[config.mk]
export PLATFORM = sky130hd
export DESIGN_NAME = sifhTop
export DESIGN_NICKNAME = d
export VERILOG_FILES = /design/src/common/sifhPkg.sv /design/src/rtl/frameSequencer.sv /design/src/rtl/sampleFilter.sv /design/src/histogram/binMemory.sv /design/src/histogram/peakTracker.sv /design/src/rtl/windowUnit.sv /design/src/rtl/sifhTop.sv
export SDC_FILE = /design/constraint.sdc
export NUM_CORES = 2
export LEC_CHECK = 0
export BUFFER_PORTS_ARGS = -buffer_cell sky130_fd_sc_hd__buf_2
export CAP_MARGIN = 20
export CORE_AREA = 2 2 623 315
export CTS_CLUSTER_DIAMETER = 100
export DETAILED_ROUTE_END_ITERATION = 7
export DIE_AREA = 0 0 625 317
export PLACE_DENSITY = 0.71
export SLEW_MARGIN = 10
export SYNTH_ARGS = -nofsm -noshare
export SYNTH_HDL_FRONTEND = slang
export SYNTH_SLANG_ARGS = --single-unit
[constraint.sdc]
create_clock -name clk -period 18.4 [get_ports clk]
set_input_delay 0 -clock clk [delete_from_list [all_inputs] [get_ports clk]]
set_output_delay 0 -clock clk [all_outputs]
set_load 0.03 [all_outputs]
[src/common/sifhPkg.sv]
// SiFH shared definitions
package sifhPkg;

    // ********************************************************************
    // Sizes
    // ********************************************************************
    localparam int TIME_W    = 12;               // Timestamp width in ticks
    localparam int COARSE_W  = 6;                // Coarse bin index, also fine bin width
    localparam int HALF_WIN  = 32;               // Half search window
    localparam int WIN_SIZE  = 2 * HALF_WIN;     // 64 ticks, one fine histogram
    localparam int PIXEL_NUM = 4;                // Pixels served in turn
    localparam int DATA_NUM  = 4;                // Samples per pixel visit
    localparam int ACQ_NUM   = 8;                // Acquisitions per pass
    localparam int BIN_NUM   = 2 ** COARSE_W;    // Bins per pixel histogram
    localparam int COUNT_W   = 6;                // Holds 32 hits per pixel and pass

    // Counter widths
    localparam int PIX_W  = $clog2(PIXEL_NUM);
    localparam int DATA_W = $clog2(DATA_NUM);
    localparam int ACQ_W  = $clog2(ACQ_NUM);

    // Highest lower edge, window then ends one tick below full scale
    localparam int LOW_MAX = (2 ** TIME_W - 1) - WIN_SIZE;    // 4031

    // ********************************************************************
    // Types
    // ********************************************************************
    typedef logic [TIME_W-1:0]   timeT;     // Timestamp
    typedef logic [COARSE_W-1:0] binT;      // Bin index
    typedef logic [PIX_W-1:0]    pixT;      // Pixel index
    typedef logic [COUNT_W-1:0]  countT;    // Bin count

    // Pass of a frame
    typedef enum logic {
        COARSE = 1'b0,    // Top bits pick the bin
        FINE   = 1'b1     // Full resolution inside the window
    } passT;

    // One timestamp per pixel, pixel 0 in the low bits
    typedef logic [PIXEL_NUM*TIME_W-1:0] peakVecT;

endpackage

[src/rtl/frameSequencer.sv]
// Frame and pass sequencer
`timescale 1ns/100ps

module frameSequencer import sifhPkg::*; (
    input  logic clk,
    input  logic combin_res,
    input  logic sampleValid,
    output passT pass,
    output pixT  pixel,
    output logic passEnd,
    output passT endedPass
);

    logic [DATA_W-1:0] dataCnt;    // Sample within pixel visit
    pixT               pixCnt;     // Current pixel
    logic [ACQ_W-1:0]  acqCnt;     // Acquisition within pass
    logic              lastData;
    logic              lastPix;
    logic              lastSample;
    logic              endDly;     // First delay stage of the pass end

    assign lastData   = (dataCnt == DATA_W'(DATA_NUM - 1));
    assign lastPix    = (pixCnt == PIX_W'(PIXEL_NUM - 1));
    assign lastSample = sampleValid && lastData && lastPix && (acqCnt == ACQ_W'(ACQ_NUM - 1));

    assign pixel = pixCnt;    // Owner of the sample in this cycle

    // ********************************************************************
    // Sample, pixel and acquisition counters
    // ********************************************************************
    always_ff @(posedge clk or negedge combin_res) begin
        if (!combin_res) begin
            dataCnt <= '0;
            pixCnt  <= '0;
            acqCnt  <= '0;
        end else if (sampleValid) begin
            dataCnt <= dataCnt + 1'b1;             // Wraps at DATA_NUM
            if (lastData) begin
                pixCnt <= pixCnt + 1'b1;           // Next pixel
                if (lastPix) begin
                    acqCnt <= acqCnt + 1'b1;       // Wraps at end of pass
                end
            end
        end
    end

    // ********************************************************************
    // Pass tracking and pass end delay
    // ********************************************************************
    always_ff @(posedge clk or negedge combin_res) begin
        if (!combin_res) begin
            pass      <= COARSE;
            endedPass <= COARSE;
            endDly    <= 1'b0;
            passEnd   <= 1'b0;
        end else begin
            if (lastSample) begin
                pass      <= (pass == COARSE) ? FINE : COARSE;
                endedPass <= pass;                 // Held until passEnd is used
            end
            endDly  <= lastSample;
            passEnd <= endDly;    // Last peak update has settled by now
        end
    end

endmodule

[src/rtl/sampleFilter.sv]
// Sample to bin index filter
`timescale 1ns/100ps

module sampleFilter import sifhPkg::*; (
    input  logic    sampleValid,
    input  timeT    sample,
    input  passT    pass,
    input  pixT     pixel,
    input  peakVecT winLow,
    output logic    binValid,
    output binT     binIdx
);

    timeT lowEdge;    // Window start of the current pixel
    timeT highEdge;   // First tick past the window
    binT  offset;     // Distance from the lower edge
    logic inWin;

    always_comb begin
        lowEdge  = winLow[pixel*TIME_W +: TIME_W];
        highEdge = lowEdge + timeT'(WIN_SIZE);    // Ends at full scale at most
        offset   = binT'(sample - lowEdge);
        inWin    = (sample >= lowEdge) && (sample < highEdge);
    end

    // ********************************************************************
    // Bin selection per pass
    // ********************************************************************
    always_comb begin
        if (pass == COARSE) begin
            binIdx   = sample[TIME_W-1 -: COARSE_W];    // Top bits only
            binValid = sampleValid;
        end else begin
            binIdx   = offset;                          // Relative to window start
            binValid = sampleValid && inWin;            // Outside window dropped
        end
    end

endmodule

[src/histogram/binMemory.sv]
// Histogram bin counters
`timescale 1ns/100ps

module binMemory import sifhPkg::*; (
    input  logic  clk,
    input  logic  combin_res,
    input  logic  binValid,
    input  binT   binIdx,
    input  pixT   pixel,
    input  logic  clear,
    output logic  histValid,
    output pixT   histPixel,
    output binT   histBin,
    output countT histCount
);

    countT                          mem [PIXEL_NUM*BIN_NUM];    // One counter per pixel and bin
    logic  [PIXEL_NUM*BIN_NUM-1:0]  filled;         // Bin holds a count of this pass
    logic  [PIX_W+COARSE_W-1:0]     addr;
    countT                          newCount;

    // Invalid bin reads as zero, so a hit starts at one
    always_comb begin
        addr     = {pixel, binIdx};
        newCount = filled[addr] ? mem[addr] + 1'b1 : countT'(1);
    end

    // ********************************************************************
    // Valid flags, cleared in one cycle
    // ********************************************************************
    always_ff @(posedge clk or negedge combin_res) begin
        if (!combin_res) begin
            filled    <= '0;
            histValid <= 1'b0;
        end else begin
            if (clear) begin
                filled <= '0;               // Whole histogram empty at once
            end else if (binValid) begin
                filled[addr] <= 1'b1;
            end
            histValid <= binValid && !clear;
        end
    end

    // Counter write and result of the update
    always_ff @(posedge clk) begin
        if (binValid) begin
            mem[addr] <= newCount;          // Next hit sees this value
        end
        histPixel <= pixel;
        histBin   <= binIdx;
        histCount <= newCount;
    end

endmodule

[src/histogram/peakTracker.sv]
// Running peak per pixel
`timescale 1ns/100ps

module peakTracker import sifhPkg::*; (
    input  logic                          clk,
    input  logic                          combin_res,
    input  logic                          histValid,
    input  pixT                           histPixel,
    input  binT                           histBin,
    input  countT                         histCount,
    input  logic                          clear,
    output logic [PIXEL_NUM*COARSE_W-1:0] peakBins
);

    countT maxCount [PIXEL_NUM];    // Largest count so far
    binT   maxBin   [PIXEL_NUM];    // Bin that reached it first
    logic  better;

    // Strictly greater, a tie keeps the earlier bin
    assign better = histValid && (histCount > maxCount[histPixel]);

    // ********************************************************************
    // Maximum update
    // ********************************************************************
    always_ff @(posedge clk or negedge combin_res) begin
        if (!combin_res) begin
            for (int p = 0; p < PIXEL_NUM; p++) begin
                maxCount[p] <= '0;
                maxBin[p]   <= '0;
            end
        end else if (clear) begin
            for (int p = 0; p < PIXEL_NUM; p++) begin
                maxCount[p] <= '0;    // Empty pixel reports bin 0
                maxBin[p]   <= '0;
            end
        end else if (better) begin
            maxCount[histPixel] <= histCount;
            maxBin[histPixel]   <= histBin;
        end
    end

    // Flatten, pixel 0 in the low bits
    always_comb begin
        for (int p = 0; p < PIXEL_NUM; p++) begin
            peakBins[p*COARSE_W +: COARSE_W] = maxBin[p];
        end
    end

endmodule

[src/rtl/windowUnit.sv]
// Search window and peak time unit
`timescale 1ns/100ps

module windowUnit import sifhPkg::*; (
    input  logic                          clk,
    input  logic                          combin_res,
    input  logic                          passEnd,
    input  passT                          endedPass,
    input  logic [PIXEL_NUM*COARSE_W-1:0] peakBins,
    output peakVecT                       winLow,
    output peakVecT                       peakTime,
    output logic                          frameDone
);

    peakVecT nextLow;     // Clamped lower edges from the coarse peaks
    peakVecT nextPeak;    // Lower edge plus fine peak bin
    timeT    centre;
    binT     bin;

    // ********************************************************************
    // Window and result arithmetic
    // ********************************************************************
    always_comb begin
        for (int p = 0; p < PIXEL_NUM; p++) begin
            bin    = peakBins[p*COARSE_W +: COARSE_W];
            centre = timeT'(bin) << (TIME_W - COARSE_W);    // Coarse bin start
            if (centre <= timeT'(HALF_WIN)) begin
                nextLow[p*TIME_W +: TIME_W] = '0;                 // Clamp at zero
            end else if (centre >= timeT'(LOW_MAX)) begin
                nextLow[p*TIME_W +: TIME_W] = timeT'(LOW_MAX);    // Clamp at top
            end else begin
                nextLow[p*TIME_W +: TIME_W] = centre - timeT'(HALF_WIN);
            end
            nextPeak[p*TIME_W +: TIME_W] = winLow[p*TIME_W +: TIME_W] + timeT'(bin);
        end
    end

    // ********************************************************************
    // Latches at pass end
    // ********************************************************************
    always_ff @(posedge clk or negedge combin_res) begin
        if (!combin_res) begin
            winLow    <= '0;
            peakTime  <= '0;
            frameDone <= 1'b0;
        end else begin
            if (passEnd && (endedPass == COARSE)) begin
                winLow <= nextLow;        // Used by the fine pass
            end
            if (passEnd && (endedPass == FINE)) begin
                peakTime <= nextPeak;     // Stable until next frame
            end
            frameDone <= passEnd && (endedPass == FINE);
        end
    end

endmodule

[src/rtl/sifhTop.sv]
// SiFH peak finder top level
`timescale 1ns/100ps

module sifhTop import sifhPkg::*; (
    input  logic    clk,
    input  logic    combin_res,
    input  logic    sampleValid,
    input  timeT    sample,
    output peakVecT peakTime,
    output logic    frameDone
);

    passT                          pass;
    pixT                           pixel;
    logic                          passEnd;
    passT                          endedPass;
    logic                          binValid;
    binT                           binIdx;
    logic                          histValid;
    pixT                           histPixel;
    binT                           histBin;
    countT                         histCount;
    logic [PIXEL_NUM*COARSE_W-1:0] peakBins;
    peakVecT                       winLow;

    // ********************************************************************
    // Control and input side
    // ********************************************************************
    frameSequencer i_frameSequencer (
        .clk, .combin_res, .sampleValid,
        .pass, .pixel, .passEnd, .endedPass
    );

    sampleFilter i_sampleFilter (
        .sampleValid, .sample, .pass, .pixel, .winLow,
        .binValid, .binIdx
    );

    // ********************************************************************
    // Histogram and peak
    // ********************************************************************
    binMemory i_binMemory (
        .clk, .combin_res, .binValid, .binIdx, .pixel,
        .clear (passEnd),    // Empty for the next pass
        .histValid, .histPixel, .histBin, .histCount
    );

    peakTracker i_peakTracker (
        .clk, .combin_res, .histValid, .histPixel, .histBin, .histCount,
        .clear (passEnd),
        .peakBins
    );

    windowUnit i_windowUnit (
        .clk, .combin_res, .passEnd, .endedPass, .peakBins,
        .winLow, .peakTime, .frameDone
    );

endmodule

==> run_summary.xml <==
<?xml version="1.0" encoding="UTF-8"?>
<metrics>
  <group name="clocking">
    <metric name="cts-root-buf" unit="">clkbuf_16</metric>
    <metric name="h-tree-depth" unit="">4</metric>
    <metric name="clock_latency" unit="ns">0.84</metric>
    <metric name="clock_transition_at_path_regs" unit="ns">0.06</metric>
    <metric name="clk_path_buf_depth" unit="">3</metric>
    <metric name="cts_tree" unit="">done</metric>
    <metric name="cts_num_sinks" unit="">1947</metric>
    <metric name="numCtsBuffers" unit="">179</metric>
  </group>
  <group name="power_and_ir_drop">
    <metric name="power_report.internal_total" unit="W">0.008487</metric>
    <metric name="cellPowerDensity" unit="nW/um^2">133.1</metric>
    <metric name="power.static_leakage" unit="nW">32.90</metric>
    <metric name="clockPowerShare" unit="">0.304</metric>
    <metric name="total_power" unit="W">0.01210</metric>
    <metric name="max-vdd-ir-drop" unit="mV">0.1585</metric>
    <metric name="sequentialPowerShare" unit="">0.507</metric>
    <metric name="switching_share" unit="">0.2986</metric>
    <metric name="switchingPower" unit="W">0.003614</metric>
    <metric name="combinationalPowerShare" unit="">0.189</metric>
  </group>
  <group name="setup_path">
    <metric name="path_depth" unit="">21</metric>
    <metric name="path_buf_inv" unit="">8</metric>
    <metric name="worstSetupEndpointType" unit="">register</metric>
    <metric name="crit_path_start_kind" unit="">register</metric>
    <metric name="r2r.worst_path.cells" unit="">21</metric>
    <metric name="crit_path_max_incr_delay" unit="ns">0.93</metric>
    <metric name="worst-endpoint-required" unit="ns">18.88</metric>
    <metric name="crit_arrival" unit="ns">9.65</metric>
    <metric name="critPathMostFrequentCell" unit="">buf_4</metric>
    <metric name="crit_path_cell_trace" unit="">mux4_2 &gt; inv_1 &gt; ha_1 &gt; and3_1 &gt; o21ai_1 &gt; nor3b_1 &gt; nor3_4 &gt; buf_4 &gt; clkinv_2 &gt; buf_4 &gt; buf_4 &gt; nor2_4 &gt; buf_4 &gt; a32o_1 &gt; nor4_1 &gt; a31oi_1 &gt; nand4_1 &gt; nand3_2 &gt; o31ai_4 &gt; buf_4 &gt; buf_4</metric>
    <metric name="cpMaxStageDelayCell" unit="">nor4_1</metric>
    <metric name="crit_type" unit="">reg2reg</metric>
    <metric name="timing.critical_path.max_delay_family" unit="">buffers and inverters</metric>
    <metric name="path_max_fanout" unit="">92</metric>
  </group>
  <group name="yosys">
    <metric name="synth_seq_cells" unit="">1947</metric>
    <metric name="synth_top_flop_cell" unit="">edfxtp_1</metric>
    <metric name="post_synth_inst_count" unit="">6809</metric>
    <metric name="synth-edff-count" unit="">1536</metric>
    <metric name="yosysUniqueCellTypes" unit="">84</metric>
    <metric name="synth_nets" unit="">6894</metric>
    <metric name="largest_area_contributor_in_the_netlist" unit="">edfxtp_1</metric>
    <metric name="area_fraction_of_the_dominant_cell_type_after_synthesis" unit="">0.5592</metric>
    <metric name="ys_async_sr_fraction" unit="">0.2039</metric>
    <metric name="synth_seq_area_share" unit="">0.6830</metric>
    <metric name="syn_area_per_cell" unit="sq um">12.11</metric>
    <metric name="synth_area_leaders" unit="">edfxtp_1, dfrtp_1, nand2_1</metric>
    <metric name="yosysWarnings" unit="">0</metric>
    <metric name="synthesis.area" unit="sq um">82490</metric>
  </group>
  <group name="finish">
    <metric name="num-nets-final" unit="">6829</metric>
    <metric name="instances_no_fill" unit="">9447</metric>
    <metric name="stdcell_area" unit="sq um">90920</metric>
    <metric name="utilization" unit="">0.4725</metric>
    <metric name="layout.area.seq" unit="sq um">56340</metric>
    <metric name="nFillCells" unit="">16606</metric>
    <metric name="final_layout_size_suffix_gt1_frac" unit="">0.09312</metric>
    <metric name="syn_to_final_growth" unit="%">10.22</metric>
    <metric name="multiInputGateArea" unit="sq um">23420</metric>
  </group>
  <group name="floorplanning">
    <metric name="initial_utilization" unit="">0.4287</metric>
    <metric name="chipHeight" unit="microns">317</metric>
    <metric name="num_io_pins" unit="">64</metric>
    <metric name="die_area" unit="sq um">198100</metric>
    <metric name="die_w" unit="microns">625</metric>
    <metric name="core_region_area" unit="sq um">192400</metric>
    <metric name="rows" unit="">114</metric>
  </group>
  <group name="grt">
    <metric name="grt_pass1_wl" unit="microns">360400</metric>
    <metric name="grt_antenna_before_repair" unit="">4</metric>
    <metric name="grt-ovfl-total" unit="">0</metric>
    <metric name="number_of_global_route_vias_before_repair" unit="">54668</metric>
    <metric name="maximum_number_of_pins_on_one_net_before_global_route_repair" unit="">209</metric>
    <metric name="grtUsageTotal" unit="">0.2424</metric>
  </group>
  <group name="route">
    <metric name="remaining_drc_errors" unit="">0</metric>
    <metric name="num_vias" unit="">58069</metric>
    <metric name="routedWlPerCell" unit="microns">25.88</metric>
    <metric name="detail_route.iter0.violations" unit="">8684</metric>
    <metric name="via_to_cell_ratio" unit="">6.147</metric>
    <metric name="route.antenna.remaining_nets" unit="">0</metric>
    <metric name="detailedRoute.firstPassIterationCount" unit="">8</metric>
    <metric name="drt_wl_total" unit="microns">244500</metric>
  </group>
  <group name="timing">
    <metric name="post-route-period-util" unit="">0.4984</metric>
    <metric name="final-hold-violation-count" unit="">0</metric>
    <metric name="final-setup-viol-count" unit="">0</metric>
    <metric name="grt_setup_unrepaired" unit="">no</metric>
    <metric name="finalSetupTns" unit="ns">0</metric>
    <metric name="worst_pin_slew" unit="ns">1.229</metric>
    <metric name="maxClockFrequency" unit="MHz">109.0</metric>
    <metric name="slew_violations" unit="">0</metric>
    <metric name="timing.clock.skew" unit="ns">0.03611</metric>
    <metric name="max_slew_margin" unit="">0.1780</metric>
    <metric name="fin_crit" unit="ns">9.171</metric>
  </group>
  <group name="placement">
    <metric name="placed_cells" unit="">9099</metric>
    <metric name="gp_congestion" unit="">0.8946</metric>
    <metric name="post_dp_cell_area" unit="sq um">85000</metric>
    <metric name="hpwlAfterDp" unit="microns">142000</metric>
    <metric name="portBuffers" unit="">63</metric>
  </group>
  <group name="run">
    <metric name="max-cap-violations" unit="">0</metric>
  </group>
  <group name="run_status">
    <metric name="result_of_the_run" unit="">completed</metric>
  </group>
  <group name="min_path">
    <metric name="hp-class" unit="">in2reg</metric>
    <metric name="min_delay_path_depth" unit="">3</metric>
  </group>
</metrics>
-- layer usage --
| layer | vias up | GRT usage | routed length, microns |
|---|---|---|---|
| li1 | 24880 | - | - |
| met1 | 28524 | 0.3305 | 93490 |
| met2 | 4006 | 0.3670 | 108500 |
| met3 | 655 | 0.06691 | 31970 |
| met4 | 4 | 0.1019 | 10540 |
| met5 | - | 0 | 21 |
-- cells in the mapped netlist (93+ instances only) --
| cell type | n |
|---|---|
| a311oi_1 | 265 |
| o21ai_0 | 93 |
| nor2_1 | 617 |
| edfxtp_1 | 1536 |
| a31oi_1 | 141 |
| dfrtp_1 | 397 |
| and3_1 | 202 |
| a211oi_1 | 135 |
| nand3_1 | 458 |
| clkbuf_1 | 183 |
| nand2_1 | 1468 |
| buf_2 | 150 |
| o22ai_1 | 115 |
| nor3_1 | 198 |
| a21oi_1 | 143 |
-- cell type report --
type | count | area share
well taps | 2552 | 0.03512
diodes | 1 | 0.00002752
multi-input cells | 4303 | 0.2575
inverters | 47 | 0.002587
repair buffers | 266 | 0.02245
clock buffers | 241 | 0.05387
flip-flops and latches | 1947 | 0.6197
clock inverters | 90 | 0.008684
-- sequential cells by signal (all words and copies together), names as in the netlist, 2 cells and up --
| register | count |
|---|---|
| i_windowUnit.peakTime | 48 |
| i_binMemory.filled | 256 |
| i_frameSequencer.pixel | 2 |
| i_binMemory.histBin | 6 |
| i_binMemory.histCount | 6 |
| i_frameSequencer.acqCnt | 3 |
| i_peakTracker.peakBins | 24 |
| i_windowUnit.winLow | 32 |
| i_frameSequencer.dataCnt | 2 |
| i_binMemory.histPixel | 2 |
| i_peakTracker.maxCount | 24 |
| i_binMemory.mem | 1536 |
-- worst paths after layout --
| check | endpoint | slack (ns) | startpoint |
|---|---|---|---|
| worst min register to register | i_frameSequencer.passEnd$_DFF_PN0_ | 0.35 | i_frameSequencer.endDly$_DFF_PN0_ |
| worst min-delay path | i_binMemory.histBin[1]$_DFF_P_ | 0.25 | sample[7] |
| max in group asynchronous | i_frameSequencer.passEnd$_DFF_PN0_ | 16.45 | combin_res |
| min in group asynchronous | i_windowUnit.peakTime[18]$_DFFE_PN0P_ | 0.45 | combin_res |
| worst max-delay path | i_binMemory.mem[205][5]$_DFFE_PP_ | 9.23 | i_windowUnit.winLow[4]$_DFFE_PN0P_ |
| worst max register to register | i_binMemory.mem[205][5]$_DFFE_PP_ | 9.23 | i_windowUnit.winLow[4]$_DFFE_PN0P_ |
-- through the flow --
step / hold WS [ns] / setup WS [ns]
after floorplan: -0.2956 / 1.178
after global placement: 0.1432 / 9.581
after detailed placement: 0.1630 / 9.728
after CTS: 0.1900 / 9.651
after global routing: 0.2463 / 9.093
final: 0.2502 / 9.229
-- tightest hold or removal path: cells and delay by family --
kind / cells / cell delay (ns)
buffers and inverters: 2 / 0.64
AO/OA/AOI/OAI: 1 / 0.20
-- power by group through the flow --
stage                     logic [W]  clock network, W  registers (W)
after global placement      0.00214                 0        0.00622
after CTS                   0.00221           0.00369        0.00614
after floorplan             0.00126                 0        0.00651
after detailed placement    0.00220                 0        0.00623
final                       0.00228           0.00368        0.00614
after global routing        0.00244           0.00387        0.00616
-- logic make-up (layout without fill, tap and decap cells) --
logic type | after synthesis | in the layout | share of synthesized area
buf+inv | 559 | 644 | 0.03707
fa+ha+maj | 70 | 70 | 0.01107
flops | 1947 | 1947 | 0.6830
xor+xnor | 64 | 64 | 0.006796
simple gates | 3034 | 3034 | 0.1576
compound gates | 1047 | 1047 | 0.09000
other cells | 0 | 1 | 0
mux | 88 | 88 | 0.01449
-- placed cells by master, fill, tap and decap left out, types with 11 or more instances in the layout --
master     instances
edfxtp_1        1536
nand2_1         1462
nor2_1           600
nand3_1          458
dfrtp_1          396
a311oi_1         265
and3_1           201
clkbuf_16        183
nor3_1           175
buf_4            174
a21oi_1          143
a31oi_1          141
a211oi_1         135
o22ai_1          115
o21ai_0           93
buf_2             72
ha_1              65
mux2i_1           53
clkbuf_1          48
inv_1             40
clkinv_1          40
xnor2_1           37
xor2_1            27
mux4_2            24
clkinv_2          23
nor3_2            23
a21o_1            22
o21ba_2           22
o31ai_1           17
or3_1             15
dfxtp_1           14
nor2b_1           13
nor4_1            12
mux2_2            11
bufinv_16         11
-- timing repair --
action	CTS	global route
hold buffers	4	0
endpoints found under the hold margin	162	0
resized for setup	0	0
setup buffers	0	0
(Power assumes the default switching activity.)
